$ cat src/l2_params.svh
`ifndef L2_PARAMS_SVH
`define L2_PARAMS_SVH

// cache geometry
`define L2_WAYS     4
`define L2_WAY_W    2
`define L2_INDEX_W  4
`define L2_SETS     16
`define L2_OFFSET_W 2

// widths
`define L2_ADDR_W   32
`define L2_WORD_W   32
`define L2_LINE_W   128
`define L2_TAG_W    24

// index sits above the word offset and the byte bits
`define L2_IDX_LSB  (`L2_OFFSET_W + 2)

`endif
$ cat src/l2_plru.sv
`timescale 1ns/1ps
`default_nettype none

`include "l2_params.svh"

module l2_plru (
    input  logic                    clk,
    input  logic                    rstn,
    input  logic [`L2_INDEX_W-1:0]  index,
    input  logic                    use_valid,
    input  logic [`L2_WAY_W-1:0]    use_way,
    input  logic [`L2_WAYS-1:0]     valid_ways,
    output logic [`L2_WAY_W-1:0]    victim_way
);

    // bit 0 root (1 = right pair), bit 1 left pair, bit 2 right pair
    logic [2:0] tree_q [`L2_SETS];
    logic [2:0] tree;

    assign tree = tree_q[index];

    always_comb begin
        victim_way = tree[0] ? {1'b1, tree[2]} : {1'b0, tree[1]};
        for (int w = `L2_WAYS - 1; w >= 0; w--) begin
            if (!valid_ways[w])
                victim_way = w[`L2_WAY_W-1:0]; // lowest free way wins
        end
    end

    // point away from the used way
    always_ff @(posedge clk or negedge rstn) begin
        if (!rstn) begin
            tree_q <= '{default: '0};
        end else if (use_valid) begin
            tree_q[index][0] <= ~use_way[1];
            if (use_way[1])
                tree_q[index][2] <= ~use_way[0];
            else
                tree_q[index][1] <= ~use_way[0];
        end
    end

endmodule

`default_nettype wire

$ cat config.mk
export PLATFORM = sky130hd
export DESIGN_NAME = l2_plru
export DESIGN_NICKNAME = d
export VERILOG_FILES = /design/src/l2_plru.sv
export VERILOG_INCLUDE_DIRS = /design/src /design/src/src
export SDC_FILE = /design/constraint.sdc
export NUM_CORES = 1
export LEC_CHECK = 0
export BUFFER_PORTS_ARGS = -buffer_cell sky130_fd_sc_hd__buf_2
export CAP_MARGIN = 0
export CORE_UTILIZATION = 30
export DETAILED_ROUTE_END_ITERATION = 16
export PLACE_DENSITY = 0.47
export SLEW_MARGIN = 20
export SYNTH_ARGS = -nofsm -noshare
export SYNTH_HDL_FRONTEND = slang
export SYNTH_SLANG_ARGS = --single-unit
$ cat constraint.sdc
create_clock -name clk -period 2.65 [get_ports clk]
set_clock_uncertainty 0.1 [all_clocks]
set_input_delay 0.53 -clock clk [delete_from_list [all_inputs] [get_ports clk]]
set_output_delay 0.53 -clock clk [all_outputs]
set_load 0.01 [all_outputs]
==> results.md <==
* Outcome: completed
* Num CTS Buffers at 5
* Hold Vio Cnt, Final at 0
* Final critical-path required period at 2580 ps
* Met1 usage at 0.213
* CP arrival at 1950 ps
* Synth Register Bits at 48
* DP Worst Slack at -210 ps
* Relative slew slack at 0.595
* Io pins at 15
* Via count at 1797
* Reg2Reg Setup Slack at 1850 ps
* Drt wl/cell at 15.8 um
* Critical path class: reg -> out
* Largest register FFs at 48
* Synth Area in Compound Gates at 0.166
* Root buffer cell: clkbuf_8
* Crit path capture type: output port
* CTS Hold Bufs at 0
* GRT busiest layer: met2
* Initial core utilization at 0.312
* Largest regs: tree_q (48)
* Synth Area in Adders at 0
* Mapped Avg Cell Area at 10.1 sq um
* Crit path max fanout at 2
* CP bufs+invs at 1
* First-pass detailed-route iteration total at 4
* Cell chain of the critical path: mux4_2, a22oi_2, nand3_2, mux2i_1, a31oi_1, buf_2
* P&R area growth vs syn at 13.8%
* Dominant cell type by area after synthesis: dfrtp_1
* RSZ-0062 raised after global routing: no
* Fin util at 0.355
* Family with the most delay on the worst path: multiplexers
* Pins over their slew limit at 0
* Synth Cell Area at 2410 sq um
* Final Net Count at 265
* Critical Path Stages at 6
* Synth top area cells: dfrtp_1, nand2_1, mux4_1
* Power density cells at 662 nW/um^2
* Cell Count, Final, Fillers Out at 355
* Die X at 91.6 um
* M2 GR Usage at 0.228
* Xor/xnor share of the synthesized area at 0
* Vias per cell at 5.06
* Max incr delay on CP at 480 ps
* Vias in the first global route at 1777
* Slowest CP cell: mux4_2
* Main combinational cell family by area after synthesis: compound AO/OA/AOI/OAI gates
* Netlist cell types at 26
* Detailed Route Iter0 Violations at 63
* Global-route wire length before repair at 9500 um
* Pin count of the biggest net entering global routing at 33
* Final HPWL DP at 4090 um
* All-Layer GR Usage at 0.149
* CTS max path bufs at 2
* Htree depth at 2
* Mux contribution to synthesized area at 0.133
* HP Class: in -> async
* Syn nets at 251
* Max-cap violation count at 0
* Port Buf Inserts at 14
* Sequential share of the synthesized area at 0.499
* CP Launch Type: flip-flop
* Antenna Violating Nets Remaining at 0
* Final Cycle Share at 0.973
* RR Startpoint: tree_q[20]$_DFFE_PN0P_
* Share of layout cells above drive strength 1 at 0.174
* Initial antenna violation count at 0
* Drc violations at 0
* Final setup violating endpoints at 0
* ANT cells at 0
* Top cell type's share of synthesized area at 0.499
* Worst skew pair latency at 300 ps
* Biggest register: tree_q
* Met3 Usage GRT at 0.0285
* P_leak at 1.24 nW
* Maximum vdd drop at 0.000216 V
* Placed Cells at 346
* Die Y at 91.6 um
* Worst Path Required at 2020 ps
* Clock slew at reported path FFs at 90 ps
* Post-Synth Simple-Gate Area at 0.164
* Slew @ Worst Pin at 604 ps
* Fmax at 388 MHz
* Crit path from: tree_q[36]$_DFFE_PN0P_
* Core Box Area at 7730 sq um
* Grt total ovfl at 0
* R2R depth at 2
* Mapped Cells at 238
* Die area at 8390 sq um
* Yosys Warn Count at 0
* CTS tree: built
* Routability cong. at 0.725
* Worst R2R End: tree_q[20]$_DFFE_PN0P_
* Post-route setup slack at 70.6 ps
* Clk sinks at 48
* Routed WL at 5620 um
* Site Rows at 32
==> synthesized netlist by cell type <==
cell type / number
a22oi_2: 1
nor2b_1: 4
nand2b_1: 2
mux4_2: 4
nand3_1: 12
buf_2: 5
mux2i_1: 2
nor3b_2: 1
or2_2: 2
nor2_1: 10
a31oi_1: 1
clkbuf_1: 9
o211a_1: 1
a22oi_1: 2
dfrtp_1: 48
nor3_1: 1
mux4_1: 8
nand2_1: 58
and3_1: 1
a21o_1: 3
nand4_1: 1
inv_1: 2
o21ai_0: 41
buf_8: 1
buf_6: 1
o31ai_1: 17
==> cells in the final DEF, fill, tap and decap left out <==
cell,synthesis,layout
nand4_1,1,1
nor3b_2,1,1
and3_1,1,1
dfrtp_1,48,48
a22oi_2,1,3
nand2_2,0,1
buf_2,5,13
mux2i_1,2,2
o211a_1,1,1
nor2_1,10,10
buf_12,0,2
nor2b_1,4,4
nand3_1,12,11
mux4_1,8,6
clkbuf_8,0,5
clkinv_2,0,1
nand2_1,58,57
a21o_1,3,3
a31oi_1,1,1
clkbuf_1,9,1
o21ai_0,41,41
o31ai_1,17,17
nand3_2,0,1
bufinv_16,0,1
inv_1,2,2
or2_2,2,2
nand2b_1,2,2
mux4_2,4,6
buf_8,1,1
buf_4,0,7
nor3_1,1,1
==> per-stage QoR <==
step	area, sq um	hold slack [ps]	total power, mW	TNS, ps
after floorplan	2410	134	1.18	0
after global placement	2590	359	1.29	-241
after detailed placement	2590	363	1.29	-314
after CTS	2730	153	1.83	0
after global routing	2740	172	1.92	0
final	2740	127	1.81	0
==> how the worst max path moves through the flow <==
stage	endpoint	slack, ps
after floorplan	victim_way[0]	200
final	victim_way[0]	70
after CTS	victim_way[0]	3
after global placement	victim_way[0]	-160
after detailed placement	victim_way[0]	-210
after global routing	victim_way[0]	10
==> cell families after synthesis <==
family,count (synthesis)
AO/OA/AOI/OAI,66
multiplexers,14
buffers and inverters,18
flip-flops,48
AND/OR/NAND/NOR,92
==> final cells by class <==
type / count / area (sq um)
Clock buffer: 6 / 72.6
Multi-Input combinational cell: 172 / 1120
Sequential cell: 48 / 1200
Inverter: 2 / 7.51
Timing Repair Buffer: 23 / 173
Tap cell: 102 / 128
Fill cell: 783 / 4990
Clock inverter: 2 / 35.0
==> per-layer routing <==
metal  share of wire  wire [um]  up-vias
li1                -          -      885
met1            0.49       2760      877
met2            0.47       2630       31
met3           0.031        177        4
met4          0.0098         55        0
met5               0          0        -
==> where the power goes <==
part	total, mW	switching, mW	internal (mW)
clock network	0.530	0.249	0.281
logic	0.339	0.172	0.167
registers	0.945	0.0733	0.872
==> timing repair <==
| item | CTS | global route |
|---|---|---|
| pin swaps | 1 | 1 |
| setup endpoints to repair | 2 | 1 |
| resized for setup | 6 | 6 |
| buffers inserted | 0 | 1 |
| gates cloned | 0 | 0 |
Power figures use the tool's default switching activity.
