--- config.mk ---
export PLATFORM = sky130hd
export DESIGN_NAME = l2_port_arbiter
export DESIGN_NICKNAME = d
export VERILOG_FILES = /design/src/l2_cache_pkg.sv /design/src/l2_port_arbiter.sv
export VERILOG_INCLUDE_DIRS = /design/src /design/src/src
export SDC_FILE = /design/constraint.sdc
export NUM_CORES = 1
export LEC_CHECK = 0
export BUFFER_PORTS_ARGS = -buffer_cell sky130_fd_sc_hd__buf_2
export CAP_MARGIN = 20
export CORE_AREA = 2 2 81 83
export CTS_CLUSTER_SIZE = 30
export DETAILED_ROUTE_END_ITERATION = 8
export DIE_AREA = 0 0 83 85
export MAX_ROUTING_LAYER = met4
export PLACE_DENSITY = 0.6
export SETUP_SLACK_MARGIN = 0.1
export SYNTH_ARGS = -nofsm -noshare
export SYNTH_HDL_FRONTEND = slang
export SYNTH_SLANG_ARGS = --single-unit
export TNS_END_PERCENT = 30
--- constraint.sdc ---
create_clock -name clk -period 5.39 [get_ports clk]
set_clock_uncertainty 0.1 [all_clocks]
set_input_delay 1.078 -clock clk [delete_from_list [all_inputs] [get_ports clk]]
set_output_delay 1.078 -clock clk [all_outputs]
set_load 0.03 [all_outputs]
--- src/l2_params.svh ---
`ifndef L2_PARAMS_SVH
`define L2_PARAMS_SVH

// cache geometry
`define L2_WAYS     4
`define L2_WAY_W    2
`define L2_INDEX_W  4
`define L2_SETS     16
`define L2_OFFSET_W 2

// widths
`define L2_ADDR_W   32
`define L2_WORD_W   32
`define L2_LINE_W   128
`define L2_TAG_W    24

// index sits above the word offset and the byte bits
`define L2_IDX_LSB  (`L2_OFFSET_W + 2)

`endif
--- src/l2_cache_pkg.sv ---
`default_nettype none

`include "l2_params.svh"

package l2_cache_pkg;

    // request opcodes
    typedef enum logic [2:0] {
        OP_READ       = 3'd0,
        OP_WRITE      = 3'd1,
        OP_IDX_INV    = 3'd2, // way from addr[1:0]
        OP_IDX_WB_INV = 3'd3, // way from addr[1:0]
        OP_HIT_WB_INV = 3'd4
    } l2_op_e;

    typedef struct packed {
        l2_op_e                 op;
        logic [`L2_ADDR_W-1:0]  addr;  // byte address
        logic [`L2_WORD_W-1:0]  wdata;
    } l2_req_t;

    typedef struct packed {
        logic [`L2_WORD_W-1:0]  rdata;
    } l2_rsp_t;

    // controller states
    typedef enum logic [3:0] {
        S_IDLE,
        S_LOOKUP,
        S_OPERATE,
        S_CHECK_DIRTY,
        S_WRITEBACK,
        S_REFILL,
        S_REFILL_WAIT,
        S_MERGE,
        S_DONE
    } l2_state_e;

endpackage

`default_nettype wire

--- src/l2_port_arbiter.sv ---
`timescale 1ns/1ps
`default_nettype none

module l2_port_arbiter (
    input  logic                  clk,
    input  logic                  rstn,
    input  logic                  ic_req,
    input  logic                  dc_req,
    input  l2_cache_pkg::l2_req_t ic_in,
    input  l2_cache_pkg::l2_req_t dc_in,
    output logic                  ic_ack,
    output logic                  dc_ack,
    output logic                  sel_req,
    output l2_cache_pkg::l2_req_t sel_in,
    input  logic                  sel_ack
);

    logic busy_q;     // transaction open
    logic gnt_dc_q;   // granted port, 1 = data
    logic last_dc_q;  // last winner, reset value lets data win first
    logic pick_dc;
    logic use_dc;

    // round robin only matters on a tie
    assign pick_dc = (ic_req && dc_req) ? !last_dc_q : dc_req;
    assign use_dc  = busy_q ? gnt_dc_q : pick_dc;

    assign sel_req = use_dc ? dc_req : ic_req;
    assign sel_in  = use_dc ? dc_in : ic_in;

    assign ic_ack = sel_ack && !use_dc;
    assign dc_ack = sel_ack && use_dc;

    always_ff @(posedge clk or negedge rstn) begin
        if (!rstn) begin
            busy_q    <= 1'b0;
            gnt_dc_q  <= 1'b0;
            last_dc_q <= 1'b0;
        end else if (!busy_q) begin
            if (ic_req || dc_req) begin
                busy_q    <= 1'b1;
                gnt_dc_q  <= pick_dc;
                last_dc_q <= pick_dc;
            end
        end else if (!sel_req && !sel_ack) begin
            busy_q <= 1'b0; // handshake fully closed
        end
    end

endmodule

`default_nettype wire

==> summary.md <==
| Metric | Value |
|---|---|
| Status | finished clean |
| Fin nets | around 440 |
| Leakage | 1.212 nW |
| Post-synthesis sequential area ratio | 5.083% |
| CTS Buf Count | 3 |
| Multi-input gate area | 867.1 um2 |
| Worst setup SP type | input pin |
| Met2 wire len | approximately 2100 um |
| Syn Std Cell Area | a little under 1000 um2 |
| Final period util | roughly three quarters |
| Overflow after GRT | 0 |
| Die Span X | just over 80 um |
| Slew headroom | 60.82% |
| CP Capture Type | primary output |
| DR DRC count | 0 |
| Worst slew pin tran | 0.5863 ns |
| Drt first-iter violations | 21 |
| Combinational share of power | 92.3% |
| Routed via count | 1497 |
| Layout cell share with drive strength beyond 1 | a little over nine tenths |
| Root Buffer | clkbuf_8 |
| Final Critical Period | between 4 and 5 ns |
| Post-CTS setup repair buffer count | 0 |
| Antenna cells | 0 |
| Max-cap violation count | 0 |
| H-tree depth | 1 |
| Net switching power | 0.6557 mW |
| Total core area | ~6200 um2 |
| Area Growth Syn to Fin | 115.1% |
| R2r setup slk | between 4 and 5 ns |
| Fillers | 651 |
| Clk pwr share | 5.2% |
| Post-synthesis sequential element count | 2 |
| Final Hold Viols | 0 |
| Die H | about 85 um |
| Commonest non-fill, non-tap cell in the layout | buf_2 |
| Number of distinct library cells after synthesis | 15 |
| Sequential group share of total power | 2.5% |
| Drt total wl | about 4200 um |
| P_int | about 0.49 mW |
| Worst path required time | 4.21 ns |
| Top Ports | 209 |
| Port bufs | 208 |
| Switching part of the total power | 57.20% |
| Largest net degree at the start of global routing | 29 |
| Syn avg cell area | 10.94 um2 |
| Syn Inst Count | 90 |
| Vias in the first global route | 1462 |
| RSZ-0062 raised after global routing | false |
| Hold crit path type | flip-flop to flip-flop |
| Metal-1 WL | 1522 um |
| Slew Limit Fails | 0 |
| Worst setup path class | input pin to primary output |
| Critical Path AT | 2.88 ns |
| Hold Path Depth | 1 |
| CTS clock-pin slew for the worst setup and hold paths | ~0.03 ns |
| DRT antenna net count | 0 |
| Detail Placement HPWL | 3727 um |
| CTS tree | built |
| Mapped Nets | 229 |
| # rows | 29 |
| First-pass GRT wire length | 6327 um |
| Pwr Density | 541.2 nW/um2 |
| Vias per inst | 4.013 |
| Worst-path maximum fanout | 28 |
| Initial Utilization | between 10% and 20% |
| Clock Sinks | 2 |
| Die ar. | roughly 7100 um2 |
| Commonest non-fill, non-tap cells in the layout | 208 x buf_2, 59 x mux2_2, 8 x mux2_4 |
| Final WS setup | around 1.3 ns |
| Drt pass-1 iters | 4 |
| Achievable Freq | ~250 MHz |
| Worst skew pair latency | 0.21 ns |
| Max VDD drop | 278.6 uV |
| TNS Setup | 0 ns |
| Register area | between 50 and 60 um2 |
| Initial antenna violation count | 0 |
| Post-Place Worst Slack | roughly 1.3 ns |
| Cts repair resizes | 0 |
| Gpl congestion | 0.7908 |
| Max clock buf depth | 2 |
| DR top layer | met4 |
| Reg2reg path depth | 3 |
| Synth Warn # | 0 |
| # setup viols final | 0 |
| Total track usage | between 10% and 20% |
| Routed len/inst | 11.16 um |
| CTS Hold Bufs | 0 |
| Met3 wire length | 501 um |
==> metal layers <==
layer  up-vias  global-route usage (%)
met3         5                   3.891
met5         -                       -
met4         0                   3.130
met2       107                   19.43
met1       630                   11.92
li1        755                       -
==> layout make-up <==
class,instances,share of cell area (%)
timing repair buffer,210,49.85
clock buffer,3,1.949
multi-input combinational,79,40.93
sequential,2,2.363
tap,77,4.548
inverter,2,0.3544
==> worst max-delay path, cell delays in order <==
cell	delay, ns
buf_2	0.11
nor2b_2	0.17
a21boi_4	0.50
buf_4	0.43
mux2_2	0.40
buf_2	0.18
==> power by group through the flow <==
stage          sequential, mW  combinational, mW  clock (mW)
2_1_floorplan          0.0275              0.851           0
3_3_place_gp           0.0287               1.06           0
3_5_place_dp           0.0288               1.06           0
4_1_cts                0.0286               1.07      0.0614
5_1_grt                0.0297               1.11      0.0635
6_report               0.0290               1.06      0.0592
==> sequential cells by signal, summed over array words and instances (netlist names) <==
signal    cells
busy_q        1
gnt_dc_q      1
==> worst paths after layout <==
kind | end | start
max in group asynchronous | busy_q$_DFF_PN0_ | rstn
max reg2reg | busy_q$_DFF_PN0_ | busy_q$_DFF_PN0_
min reg2reg | gnt_dc_q$_DFFE_PN0P_ | gnt_dc_q$_DFFE_PN0P_
min in group asynchronous | gnt_dc_q$_DFFE_PN0P_ | rstn
min | gnt_dc_q$_DFFE_PN0P_ | gnt_dc_q$_DFFE_PN0P_
max | sel_in[57] | dc_req
==> cells by family after synthesis <==
logic type,share of synthesized area (%)
compound gates,5.338
mux,79.67
flops,5.083
simple gates,3.051
buf+inv,6.862
==> cell usage after synthesis <==
master	instances	share of area, %
a32oi_1	1	0.89
o22a_1	1	0.89
a21boi_4	1	1.9
nor2_1	2	0.76
nor2b_2	1	0.89
o22ai_1	1	0.64
dfrtp_1	2	5.1
buf_4	5	3.8
and2_1	1	0.64
mux2_2	59	67
buf_6	2	2.3
nand2_1	2	0.76
mux2_4	8	12
a21oi_1	2	1.0
inv_1	2	0.76
==> stage by stage <==
stage | hold WS (ns) | instances | instance area [um2] | utilization [%] | power (mW)
finish | 0.4520 | 373 | 2118 | 34.14 | 1.146
global route | 0.4682 | 373 | 2118 | 34.14 | 1.207
CTS | 0.4463 | 373 | 2118 | 34.14 | 1.158
detailed placement | 0.4405 | 370 | 2077 | 33.47 | 1.094
global placement | 0.4393 | 370 | 2077 | 33.47 | 1.085
floorplan | 0.4055 | 90 | 984.7 | - | 0.8789
Power figures use the tool's default switching activity.
