[config.mk]
export PLATFORM = sky130hd
export DESIGN_NAME = l2_main_fsm
export DESIGN_NICKNAME = d
export VERILOG_FILES = /design/src/l2_mem_pkg.sv /design/src/l2_cache_pkg.sv /design/src/l2_main_fsm.sv
export VERILOG_INCLUDE_DIRS = /design/src /design/src/src
export SDC_FILE = /design/constraint.sdc
export NUM_CORES = 1
export LEC_CHECK = 0
export BUFFER_PORTS_ARGS = -buffer_cell sky130_fd_sc_hd__buf_2
export CAP_MARGIN = 30
export CORE_AREA = 10 10 287 289
export DETAILED_ROUTE_END_ITERATION = 8
export DIE_AREA = 0 0 297 299
export PLACE_DENSITY = 0.35
export SYNTH_ARGS = -nofsm -noshare
export SYNTH_HDL_FRONTEND = slang
export SYNTH_SLANG_ARGS = --single-unit
[constraint.sdc]
create_clock -name clk -period 5.4 [get_ports clk]
set_input_delay 0 -clock clk [delete_from_list [all_inputs] [get_ports clk]]
set_output_delay 0 -clock clk [all_outputs]
set_load 0.005 [all_outputs]
[src/l2_params.svh]
`ifndef L2_PARAMS_SVH
`define L2_PARAMS_SVH

// cache geometry
`define L2_WAYS     4
`define L2_WAY_W    2
`define L2_INDEX_W  4
`define L2_SETS     16
`define L2_OFFSET_W 2

// widths
`define L2_ADDR_W   32
`define L2_WORD_W   32
`define L2_LINE_W   128
`define L2_TAG_W    24

// index sits above the word offset and the byte bits
`define L2_IDX_LSB  (`L2_OFFSET_W + 2)

`endif
[src/l2_mem_pkg.sv]
`default_nettype none

`include "l2_params.svh"

package l2_mem_pkg;

    // one line per transaction, write flag picks the direction
    typedef struct packed {
        logic                                 write;
        logic [`L2_TAG_W+`L2_INDEX_W-1:0]     addr;  // tag and index
        logic [`L2_LINE_W-1:0]                data;
    } mem_req_t;

    typedef struct packed {
        logic [`L2_LINE_W-1:0]                data;
    } mem_rsp_t;

endpackage

`default_nettype wire

[src/l2_cache_pkg.sv]
`default_nettype none

`include "l2_params.svh"

package l2_cache_pkg;

    // request opcodes
    typedef enum logic [2:0] {
        OP_READ       = 3'd0,
        OP_WRITE      = 3'd1,
        OP_IDX_INV    = 3'd2, // way from addr[1:0]
        OP_IDX_WB_INV = 3'd3, // way from addr[1:0]
        OP_HIT_WB_INV = 3'd4
    } l2_op_e;

    typedef struct packed {
        l2_op_e                 op;
        logic [`L2_ADDR_W-1:0]  addr;  // byte address
        logic [`L2_WORD_W-1:0]  wdata;
    } l2_req_t;

    typedef struct packed {
        logic [`L2_WORD_W-1:0]  rdata;
    } l2_rsp_t;

    // controller states
    typedef enum logic [3:0] {
        S_IDLE,
        S_LOOKUP,
        S_OPERATE,
        S_CHECK_DIRTY,
        S_WRITEBACK,
        S_REFILL,
        S_REFILL_WAIT,
        S_MERGE,
        S_DONE
    } l2_state_e;

endpackage

`default_nettype wire

[src/l2_main_fsm.sv]
`timescale 1ns/1ps
`default_nettype none

`include "l2_params.svh"

module l2_main_fsm (
    input  logic                    clk,
    input  logic                    rstn,
    input  logic                    sel_req,
    input  l2_cache_pkg::l2_req_t   sel_in,
    output logic                    sel_ack,
    output l2_cache_pkg::l2_rsp_t   rsp,
    output logic                    mem_req,
    output l2_mem_pkg::mem_req_t    mem_out,
    input  logic                    mem_ack,
    input  l2_mem_pkg::mem_rsp_t    mem_in,
    output logic [`L2_INDEX_W-1:0]  index,
    output logic [`L2_TAG_W-1:0]    tag_in,
    output logic [`L2_WAY_W-1:0]    way_sel,
    output logic [`L2_WAYS-1:0]     data_we,
    output logic                    word_we,
    output logic [`L2_OFFSET_W-1:0] word_off,
    output logic [`L2_LINE_W-1:0]   line_in,
    output logic [`L2_WORD_W-1:0]   word_in,
    output logic                    tag_we,
    output logic [`L2_WAYS-1:0]     valid_clr,
    output logic                    dirty_set,
    output logic                    dirty_clr,
    input  logic [`L2_WAYS-1:0]     hit,
    input  logic                    dirty,
    input  logic [`L2_LINE_W-1:0]   line_out,
    input  logic [`L2_TAG_W-1:0]    tag_out,
    output logic                    use_valid,
    output logic [`L2_WAY_W-1:0]    use_way,
    input  logic [`L2_WAY_W-1:0]    victim_way
);

    l2_cache_pkg::l2_state_e state_q, state_d;
    l2_cache_pkg::l2_req_t   req_q;
    l2_cache_pkg::l2_rsp_t   rsp_q;

    logic [`L2_WAY_W-1:0]   tgt_way_q, hit_way, lookup_way;
    logic [`L2_WAYS-1:0]    way_oh;
    logic [`L2_INDEX_W-1:0] req_idx;
    logic [`L2_TAG_W-1:0]   req_tag;
    logic [`L2_WORD_W-1:0]  rsp_word;
    logic                   wb_done_q, hit_any, is_access, cap_rsp;

    assign req_idx   = req_q.addr[`L2_IDX_LSB +: `L2_INDEX_W];
    assign req_tag   = req_q.addr[`L2_ADDR_W-1 -: `L2_TAG_W];
    assign hit_any   = |hit;
    assign is_access = (req_q.op == l2_cache_pkg::OP_READ) ||
                       (req_q.op == l2_cache_pkg::OP_WRITE);

    always_comb begin
        hit_way = '0;
        for (int w = `L2_WAYS - 1; w >= 0; w--) begin
            if (hit[w])
                hit_way = w[`L2_WAY_W-1:0];
        end
    end

    // target way chosen during lookup
    always_comb begin
        case (req_q.op)
            l2_cache_pkg::OP_IDX_INV,
            l2_cache_pkg::OP_IDX_WB_INV: lookup_way = req_q.addr[`L2_WAY_W-1:0];
            l2_cache_pkg::OP_HIT_WB_INV: lookup_way = hit_way;
            default:                     lookup_way = hit_any ? hit_way : victim_way;
        endcase
    end

    // first cycle reads the set of the incoming request
    assign index    = (state_q == l2_cache_pkg::S_IDLE) ?
                      sel_in.addr[`L2_IDX_LSB +: `L2_INDEX_W] : req_idx;
    assign tag_in   = req_tag;
    assign way_sel  = (state_q == l2_cache_pkg::S_LOOKUP) ? lookup_way : tgt_way_q;
    assign way_oh   = `L2_WAYS'(1) << way_sel;
    assign use_way  = way_sel;
    assign word_off = req_q.addr[2 +: `L2_OFFSET_W];
    assign word_in  = req_q.wdata;
    assign line_in  = mem_in.data;
    assign sel_ack  = (state_q == l2_cache_pkg::S_DONE);
    assign rsp      = rsp_q;

    // memory side, payload held by state and the stable set read
    assign mem_req = ((state_q == l2_cache_pkg::S_WRITEBACK) && !wb_done_q) ||
                     (state_q == l2_cache_pkg::S_REFILL);
    assign mem_out.write = (state_q == l2_cache_pkg::S_WRITEBACK);
    assign mem_out.addr  = mem_out.write ? {tag_out, req_idx} : {req_tag, req_idx};
    assign mem_out.data  = mem_out.write ? line_out : '0;

    ////////////////////////////////////////////////////////////////////////////
    // next state and array controls
    ////////////////////////////////////////////////////////////////////////////
    always_comb begin
        state_d   = state_q;
        data_we   = '0;
        word_we   = 1'b0;
        tag_we    = 1'b0;
        valid_clr = '0;
        dirty_set = 1'b0;
        dirty_clr = 1'b0;
        use_valid = 1'b0;
        cap_rsp   = 1'b0;
        rsp_word  = line_out[word_off*`L2_WORD_W +: `L2_WORD_W];
        case (state_q)
            l2_cache_pkg::S_IDLE: begin
                if (sel_req)
                    state_d = l2_cache_pkg::S_LOOKUP;
            end
            l2_cache_pkg::S_LOOKUP: begin
                state_d = l2_cache_pkg::S_DONE;
                if (req_q.op == l2_cache_pkg::OP_IDX_INV) begin
                    valid_clr = way_oh; // dirty data dropped
                    dirty_clr = 1'b1;
                end else if (is_access && hit_any) begin
                    use_valid = 1'b1;
                    if (req_q.op == l2_cache_pkg::OP_WRITE) begin
                        data_we   = way_oh;
                        word_we   = 1'b1;
                        dirty_set = 1'b1;
                    end else begin
                        cap_rsp = 1'b1;
                    end
                end else if (req_q.op != l2_cache_pkg::OP_HIT_WB_INV || hit_any) begin
                    state_d = l2_cache_pkg::S_CHECK_DIRTY;
                end
            end
            l2_cache_pkg::S_CHECK_DIRTY: begin
                if (dirty)
                    state_d = l2_cache_pkg::S_WRITEBACK;
                else if (is_access)
                    state_d = l2_cache_pkg::S_REFILL;
                else begin
                    valid_clr = way_oh;
                    state_d   = l2_cache_pkg::S_DONE;
                end
            end
            l2_cache_pkg::S_WRITEBACK: begin
                if (!wb_done_q && mem_ack)
                    dirty_clr = 1'b1;
                if (wb_done_q && !mem_ack) begin // four-phase closed
                    if (is_access)
                        state_d = l2_cache_pkg::S_REFILL;
                    else begin
                        valid_clr = way_oh;
                        state_d   = l2_cache_pkg::S_DONE;
                    end
                end
            end
            l2_cache_pkg::S_REFILL: begin
                if (mem_ack) begin
                    data_we   = way_oh;
                    tag_we    = 1'b1;
                    dirty_clr = 1'b1;
                    use_valid = 1'b1;
                    cap_rsp   = 1'b1;
                    rsp_word  = mem_in.data[word_off*`L2_WORD_W +: `L2_WORD_W];
                    state_d   = l2_cache_pkg::S_REFILL_WAIT;
                end
            end
            l2_cache_pkg::S_REFILL_WAIT: begin
                if (!mem_ack)
                    state_d = (req_q.op == l2_cache_pkg::OP_WRITE) ?
                              l2_cache_pkg::S_MERGE : l2_cache_pkg::S_DONE;
            end
            l2_cache_pkg::S_MERGE: begin
                data_we   = way_oh; // write-allocate word
                word_we   = 1'b1;
                dirty_set = 1'b1;
                state_d   = l2_cache_pkg::S_DONE;
            end
            l2_cache_pkg::S_DONE: begin
                if (!sel_req)
                    state_d = l2_cache_pkg::S_IDLE;
            end
            default: state_d = l2_cache_pkg::S_IDLE;
        endcase
    end

    always_ff @(posedge clk or negedge rstn) begin
        if (!rstn) begin
            state_q   <= l2_cache_pkg::S_IDLE;
            wb_done_q <= 1'b0;
        end else begin
            state_q <= state_d;
            if (state_q != l2_cache_pkg::S_WRITEBACK)
                wb_done_q <= 1'b0;
            else if (mem_ack)
                wb_done_q <= 1'b1;
        end
    end

    always_ff @(posedge clk) begin
        if (state_q == l2_cache_pkg::S_IDLE && sel_req)
            req_q <= sel_in;
        if (state_q == l2_cache_pkg::S_LOOKUP)
            tgt_way_q <= lookup_way;
        if (cap_rsp)
            rsp_q.rdata <= rsp_word;
    end

endmodule

`default_nettype wire

==> results_dict.tcl, run 1 <==
set metrics [dict create \
    clock-sinks 106 \
    crit_required_ns 5.47 \
    synthesis.area_per_instance_um2 12.03 \
    yosys_warnings 0 \
    grt_util_all_layers 0.1219 \
    worst_clock_skew_ns 0.01471 \
    die_height_um 299 \
    post-place-cells 2262 \
    cts_setup_buffers 0 \
    critical_path_class "reg2reg" \
    stdcell_count 2356 \
    reg2reg_depth 5 \
    finalSetupViolations 0 \
    power.leakage_nw 5.925 \
    num-nets-final 1662 \
    drc 0 \
    synth-async-reset-ratio 0.04717 \
    cp-start-kind "register" \
    actual_transition_at_the_worst_max_transition_pin_ns 0.9593 \
    row_count 102 \
    rsz_0062_raised_after_global_routing "false" \
    synth_area_leader_cell "edfxtp_1" \
    route.vias.total 8125 \
    clock_insertion_delay_worst_skew_ns 0.39 \
    grt_overflow 0 \
    netlist_area_um2 8322 \
    critPathCaptureType "register" \
    worst-r2r-setup-slack_ns 2.37 \
    maxCapViolations 0 \
    timing.critical_path.arrival_ns 3.10 \
    cp_cell_sequence "nand2b_1, nor3_2, nand3_1, o21ai_4, buf_4" \
    min-delay-path-class "in2reg" \
    detailed_place_hpwl_um 48870 \
    antenna_found_initial 44 \
    initial_cell_density_of_the_core 0.1085 \
    totalNegativeSetupSlack_ns 0 \
    port_buffers 755 \
    max-vdd-ir-drop_mv 0.1354 \
    fmaxAchievable_mhz 329.9 \
    post_drt_via_cell_ratio 3.449 \
    path_clk_slew_ns 0.10 \
    gp_routability_congestion 0.9060 \
    design.core.area_um2 76700 \
    yosys-top-cells-area "edfxtp_1, buf_4, mux4_2, and2_1, mux2_2" \
    first_pass_iters 5 \
    r2r-end "rsp[20]" \
    clock-root-buffer "clkbuf_16" \
    hold_end "rsp[22]" \
    top_level_ports 756 \
    post_synth_num_cell_types 54 \
    worstPathMaxFanout 18 \
    fp.dieArea_um2 88800 \
    min_period_over_period 0.5613 \
    min_delay_path_depth 3 \
    ys_top_cells_by_count "buf_4, and2_1, edfxtp_1" \
    post_route_cells_drive_above_1_share 0.6906 \
    clock_tree.buffer_depth 2 \
    yosys_register_bits 106 \
    number_of_enable_type_register_cells_in_the_synthesized_netlist 99 \
    holdCritStartpoint "line_out[86]" \
    final.min_clock_period_ns 3.031 \
    layout_setup_ws_ns 2.369 \
    die_width_um 297 \
    area.growth.synth_to_final_pct 55.57 \
    timing.final.max_slew_violations 0 \
    post_drt_wl_per_cell_um 24.07 \
    syn-instance-count 692 \
    grt_first_pass_wirelength_um 77030 \
    timing.slew.headroom 0.3605 \
    dr.first_iter.drc_count 464 \
    count_leader_synth "buf_4" \
    outcome "completed" \
    report.final.hold_viol_count 0 \
    slowest_delay_ns 0.78 \
    yosys_most_used_dff "edfxtp_1" \
    seq_area_frac_synth 0.3771 \
    cts_tree "yes" \
    htree_levels 3 \
    detailedPlace.worstSlack_ns 2.256 \
    area_fraction_of_the_dominant_cell_type_after_synthesis 0.3572 \
    route.antenna.remaining_nets 0 \
    cts-resized-gates 0 \
    detail_route.wirelength_um 56700 \
    cp_slowest_cell "o21ai_4" \
    synth.net_count 1050 \
    crit-reg2reg-launch "state_q[1]" \
    via_count_of_the_first_global_routing_pass 9136 \
    numCtsBuffers 9 \
    grt_start_max_net_pins 157 \
    power_density_nw_per_um2 315.8 \
]
-- placed cells by master, fill, tap and decap left out, types with 5 or more instances in the layout --
| master | n |
|---|---|
| and2_1 | 129 |
| buf_2 | 755 |
| clkbuf_16 | 9 |
| dfrtp_1 | 5 |
| diode_2 | 7 |
| dlygate4sd3_1 | 71 |
| edfxtp_1 | 99 |
| inv_1 | 6 |
| mux2_1 | 13 |
| mux2_2 | 47 |
| mux4_2 | 64 |
| nand2_1 | 7 |
| nand2b_1 | 5 |
| nor2_1 | 15 |
| o21ai_0 | 8 |
-- critical path, delay by kind of cell, from the launching register on --
| family | cells | cell delay [ns] |
|---|---|---|
| buffers and inverters | 1 | 0.46 |
| and+or+nand+nor | 3 | 0.93 |
| DFF | 1 | 0.53 |
| AOI/OAI and AO/OA | 1 | 0.78 |
-- how the worst max path moves through the flow --
stage / end / slack [ns] / startpoint
after CTS: rsp[20] / 2.24 / state_q[1]
after detailed placement: rsp[20] / 2.26 / state_q[1]
after global placement: rsp[20] / 2.35 / state_q[1]
after floorplan: rsp[0] / 1.54 / state_q[2]
final: rsp[20] / 2.37 / state_q[1]
after global routing: rsp[20] / 2.06 / state_q[1]
-- stage by stage --
stage               total power [mW]  hold WS (ns)    util  area, µm²
detailed placement             3.380       -0.1788  0.1551      11900
CTS                            4.239       0.09017  0.1686      12930
global placement               3.372       -0.1757  0.1551      11900
finish                         4.089        0.1280  0.1688      12950
floorplan                      2.536       -0.2956       -       8322
global route                   4.409        0.1250  0.1686      12930
-- metal layers --
layer  global-route usage  routed length (µm)  vias to the layer above
met1               0.1379               22300                     3964
met5                    0                 235                        -
li1                     -                   -                     3540
met4              0.01540                 402                       34
met3              0.05654                5917                       58
met2               0.2125               27850                      529
-- layout make-up --
class	count	area (µm²)
antenna	7	17.52
clock buffer	9	225.2
clock inverter	7	93.84
fill	8659	63750
inverter	7	26.28
multi-input combinational	347	3565
sequential	106	3138
tap	1040	1301
timing repair buffer	833	4579
-- power breakdown --
| part | internal, mW | switching, mW | total [mW] |
|---|---|---|---|
| sequential | 1.16 | 0.128 | 1.29 |
| combinational | 0.954 | 1.09 | 2.04 |
| clock | 0.340 | 0.419 | 0.759 |
| total | 2.45 | 1.64 | 4.09 |
-- state kept, by name, indices dropped and copies added (netlist names) --
register	count
tgt_way_q	2
word_off	2
req_q	5
rsp	32
word_in	32
state_q	4
req_idx	4
tag_in	24
wb_done_q	1
-- logic make-up (layout without fill, tap and decap cells) --
family	count (synthesis)	in the layout	share of synthesized area
compound gates	38	38	0.03639
mux	124	124	0.2544
other cells	0	7	0
simple gates	185	185	0.1343
flops	106	106	0.3771
buf+inv	239	856	0.1979
-- repair_timing --
action / in CTS / in global routing
endpoints found under the hold margin: 75 / 0
setup endpoints to repair: 0 / 0
hold buffers: 71 / 0
(Power assumes the default switching activity.)
==> run 2: changes to the inputs <==
clock period = 3.1 ns   (was 5.4 ns; I/O delays follow)
==> results_dict.tcl, run 2 (synthesis gave the netlist of run 1 again) <==
set metrics [dict create \
    timing.final.max_slew_violations 0 \
    path_clk_slew_ns 0.09 \
    num-nets-final 1668 \
    htree_levels 3 \
    post_drt_via_cell_ratio 3.426 \
    clock-sinks 106 \
    first_pass_iters 5 \
    initial_cell_density_of_the_core 0.1085 \
    grt_overflow 0 \
    gp_routability_congestion 0.9540 \
    power_density_nw_per_um2 561.6 \
    fin_area_um2 13000 \
    row_count 102 \
    design.core.area_um2 76700 \
    cts_tree "yes" \
    final.min_clock_period_ns 2.693 \
    top_level_ports 756 \
    timing.critical_path.arrival_ns 2.69 \
    post_drt_wl_per_cell_um 22.94 \
    slowest_delay_ns 0.65 \
    cp-start-kind "register" \
    grt_util_all_layers 0.1161 \
    most-common-layout-cells "buf_2, and2_1, edfxtp_1" \
    clock-root-buffer "clkbuf_16" \
    grt_start_max_net_pins 86 \
    report.final.hold_viol_count 0 \
    die_width_um 297 \
    timing.slew.headroom 0.5387 \
    layout.cells.most_common "buf_2" \
    numCtsBuffers 9 \
    reg2reg_depth 5 \
    cp.depth 7 \
    antenna_found_initial 19 \
    worst-r2r-setup-slack_ns 0.56 \
    area.growth.synth_to_final_pct 56.23 \
    max-vdd-ir-drop_mv 0.2604 \
    post_route_cells_drive_above_1_share 0.6920 \
    crit_required_ns 3.10 \
    via_count_of_the_first_global_routing_pass 9252 \
    min-delay-path-class "in2async" \
    critical_path_class "reg2out" \
    outcome "completed" \
    cp_top_family "simple AND/OR/NAND/NOR gates" \
    detailed_place_hpwl_um 47000 \
    worst-path-buf-inv 2 \
    cp_slowest_cell "dfrtp_1" \
    port_buffers 755 \
    worst_clock_skew_ns 0.01195 \
    critPathCaptureType "output pin" \
    maxCapViolations 0 \
    finalSetupViolations 0 \
    rsz_0062_raised_after_global_routing "false" \
    power.leakage_nw 5.961 \
    fp.dieArea_um2 88800 \
    dpl_cell_area_um2 11990 \
    min_period_over_period 0.8686 \
    fin_worst_hold_slack_ns 0.03153 \
    route.antenna.remaining_nets 0 \
    route.vias.total 8068 \
    dr.first_iter.drc_count 473 \
    actual_transition_at_the_worst_max_transition_pin_ns 0.6823 \
    fmaxAchievable_mhz 371.4 \
    clock_insertion_delay_worst_skew_ns 0.38 \
    worstPathMaxFanout 15 \
    cp_cell_sequence "nand2b_1, nor3_2, buf_4, nor3b_1, o31ai_1, nor4_1, buf_2" \
    grt_first_pass_wirelength_um 73700 \
    drc 0 \
    insertedDiodeCount 0 \
    totalNegativeSetupSlack_ns 0 \
    detail_route.wirelength_um 54030 \
    die_height_um 299 \
    clock_tree.buffer_depth 2 \
]
run 2: cell count changes in the layout (fill, tap and decap cells not counted), sizes merged:
cell / previous run / this run
buf: 762 / 769
inv: 11 / 10
bufinv: 0 / 1
dlygate4sd3: 71 / 70
clkinvlp: 0 / 1
clkbuf: 9 / 10
clkinv: 3 / 1
diode: 7 / 0
run 2: worst reg2reg max path, delay by kind of cell (launching register included):
kind / cells / cell delay (ns)
buffers and inverters: 1 / 0.43
AND/OR/NAND/NOR: 3 / 0.94
flip-flops: 1 / 0.54
AO/OA/AOI/OAI: 1 / 0.22
run 2: what timing repair did:
| action | CTS | global route |
|---|---|---|
| endpoints found under the hold margin | 74 | 0 |
| setup buffers | 0 | 0 |
| resized for setup | 0 | 0 |
| hold buffers | 70 | 0 |
run 2: routing by layer:
layer / up-vias / track usage / wire length [µm]
met4: 8 / 0.02430 / 716
met1: 3903 / 0.1355 / 21550
met5: - / 0 / 54
met3: 52 / 0.03933 / 4502
li1: 3559 / - / -
met2: 546 / 0.2038 / 27200
run 2: path summary, 6_finish.rpt:
path / end / from
max reg2reg: rsp[24] / state_q[1]
min in group clk: rsp[22] / mem_in[86]
max: valid_clr[1] / state_q[2]
max in group asynchronous: state_q[1] / rstn
min reg2reg: wb_done_q / wb_done_q
min: state_q[0] / rstn
run 2: through the flow:
stage          std cells  setup WS (ns)  total power [mW]  utilization
6_report            2355         0.4074             7.302       0.1695
5_1_grt             2355         0.1475             7.869       0.1695
2_1_floorplan        692         0.1075             4.403            -
3_3_place_gp        2269         0.6114             6.095       0.1563
4_1_cts             2355         0.3477             7.572       0.1695
3_5_place_dp        2269         0.5928             6.070       0.1563
run 2: area by class of cell:
class	instances	area [µm²]
Inverter	7	26.28
Clock inverter	6	82.58
Sequential cell	106	3138
Timing Repair Buffer	839	4659
Tap cell	1040	1301
Clock buffer	10	229.0
Multi-Input combinational cell	347	3565
Fill cell	8651	63700
run 2: report_power, final:
group	switching (mW)	total [mW]	leakage [nW]	internal, mW
Combinational	2.01	3.75	4.81	1.74
Sequential	0.208	2.22	1.00	2.02
Clock	0.676	1.33	0.148	0.649
==> run 3: changes to the inputs <==
CELL_PAD_IN_SITES_DETAIL_PLACEMENT = 1   (was not set)
CELL_PAD_IN_SITES_GLOBAL_PLACEMENT = 1   (was not set)
CORE_AREA = 10 10 285 287   (was 10 10 287 289)
DIE_AREA = 0 0 295 297   (was 0 0 297 299)
PLACE_DENSITY = 0.44   (was 0.35)
==> results_dict.tcl, run 3 (synthesis gave the netlist of run 1 again) <==
set metrics [dict create \
    timing.slew.headroom 0.5328 \
    top_level_ports 756 \
    met2_length_um 27930 \
    path_clk_slew_ns 0.09 \
    design.core.area_um2 75440 \
    row_count 101 \
    timing.final.max_slew_violations 0 \
    timing.critical_path.arrival_ns 2.68 \
    antenna_found_initial 24 \
    fillCellCount 8963 \
    clock-sinks 106 \
    clock-root-buffer "clkbuf_16" \
    die_width_um 295 \
    post_drt_via_cell_ratio 3.464 \
    clock_insertion_delay_worst_skew_ns 0.39 \
    grt_first_pass_wirelength_um 76330 \
    worst_clock_skew_ns 0.01878 \
    post_drt_wl_per_cell_um 24.74 \
    crit-reg2reg-launch "state_q[2]" \
    grt_start_max_net_pins 86 \
    fin_area_um2 12920 \
    clock_tree.buffer_depth 2 \
    cp-start-kind "register" \
    detail_route.wirelength_um 56770 \
    power.leakage_nw 5.962 \
    min_period_over_period 0.8635 \
    actual_transition_at_the_worst_max_transition_pin_ns 0.6949 \
    critical_path_class "reg2out" \
    finalSetupViolations 0 \
    cts-resized-gates 0 \
    drc 0 \
    initial_cell_density_of_the_core 0.1103 \
    layout.cells.most_common "buf_2" \
    numCtsBuffers 9 \
    totalNegativeSetupSlack_ns 0 \
    fp.dieArea_um2 87620 \
    p_total_mw 7.214 \
    max-vdd-ir-drop_mv 0.2642 \
    post_route_cells_drive_above_1_share 0.6918 \
    area.growth.synth_to_final_pct 55.21 \
    route.vias.total 7951 \
    final.min_clock_period_ns 2.677 \
    route.layer.met1.wl_um 22040 \
    report.final.hold_viol_count 0 \
    cts_tree "yes" \
    die_height_um 297 \
    gp_routability_congestion 0.8801 \
    critPathCaptureType "output pin" \
    slowest_delay_ns 0.55 \
    worstPathMaxFanout 14 \
    via_count_of_the_first_global_routing_pass 9148 \
    cp_slowest_cell "dfrtp_1" \
    most-common-layout-cells "buf_2, and2_1, edfxtp_1" \
    multiInputGateArea_um2 3570 \
    worst-r2r-setup-slack_ns 0.80 \
    first_pass_iters 4 \
    dpl_cell_area_um2 11920 \
    maxCapViolations 0 \
    grt_util_all_layers 0.1231 \
    fmaxAchievable_mhz 373.6 \
    num-nets-final 1667 \
    grt_overflow 0 \
    cp_cell_sequence "nand2b_1, or3_1, a2111oi_2, nor2_1, nor4_1, buf_2" \
    crit_required_ns 3.10 \
    detailed_place_hpwl_um 49740 \
    rsz_0062_raised_after_global_routing "false" \
    outcome "completed" \
    cp-startpoint "state_q[1]" \
    route.top_layer_used "met5" \
    met3_wirelength_um 6160 \
    power_density_nw_per_um2 558.5 \
    sequential_cell_area_um2 3138 \
    route.antenna.remaining_nets 0 \
    min-delay-path-class "in2async" \
    htree_levels 3 \
    port_buffers 755 \
    dr.first_iter.drc_count 309 \
]
[run 3: cell count changes in the layout (fill, tap and decap cells not counted), sizes merged]
| cell | delta |
|---|---|
| diode | +3 |
| bufinv | -1 |
| buf | -1 |
| clkinvlp | -1 |
| inv | +2 |
[run 3: repair_timing]
| item | CTS | global route |
|---|---|---|
| setup endpoints to repair | 0 | 0 |
| hold buffers | 70 | 0 |
| hold endpoints to repair | 75 | 0 |
| buffers inserted | 0 | 0 |
[run 3: final timing paths]
path	end	cells after the start
max	valid_clr[1]	6
min	state_q[2]	2
max reg2reg	rsp[16]	6
min reg2reg	wb_done_q	1
max in group asynchronous	state_q[0]	2
min in group clk	rsp[30]	3
[run 3: where the power goes]
group / internal (mW) / switching (mW)
clock network: 0.571 / 0.674
logic: 1.74 / 2.00
registers: 2.02 / 0.214
total: 4.33 / 2.88
[run 3: cell type report]
class / instances / area share
multi-input cells: 347 / 0.2764
repair buffers: 838 / 0.3611
diodes: 3 / 0.0005812
clock buffers: 10 / 0.01773
well taps: 978 / 0.09474
inverters: 7 / 0.002034
flip-flops and latches: 106 / 0.2430
clock inverters: 6 / 0.004456
[run 3: routing by layer]
metal | track usage | vias up
met1 | 0.1380 | 3870
met2 | 0.2160 | 471
met4 | 0.01830 | 20
met3 | 0.05394 | 43
met5 | 0 | -
li1 | - | 3547
[run 3: through the flow]
stage          worst slack (ns)  hold slack (ns)    util  std cells
5_1_grt                  0.2121          0.02946  0.1711       2293
3_5_place_dp             0.7899          -0.1636  0.1580       2206
4_1_cts                  0.3950          0.01478  0.1711       2292
3_3_place_gp             0.8159          -0.1723  0.1580       2206
6_report                 0.4232          0.03563  0.1712       2295
2_1_floorplan            0.1075          -0.2956       -        692
[run 3: critical path: cells and delay by family (launching register included)]
family | cells | cell delay, ns
compound gates | 1 | 0.36
buf+inv | 1 | 0.16
simple gates | 4 | 1.22
flops | 1 | 0.55
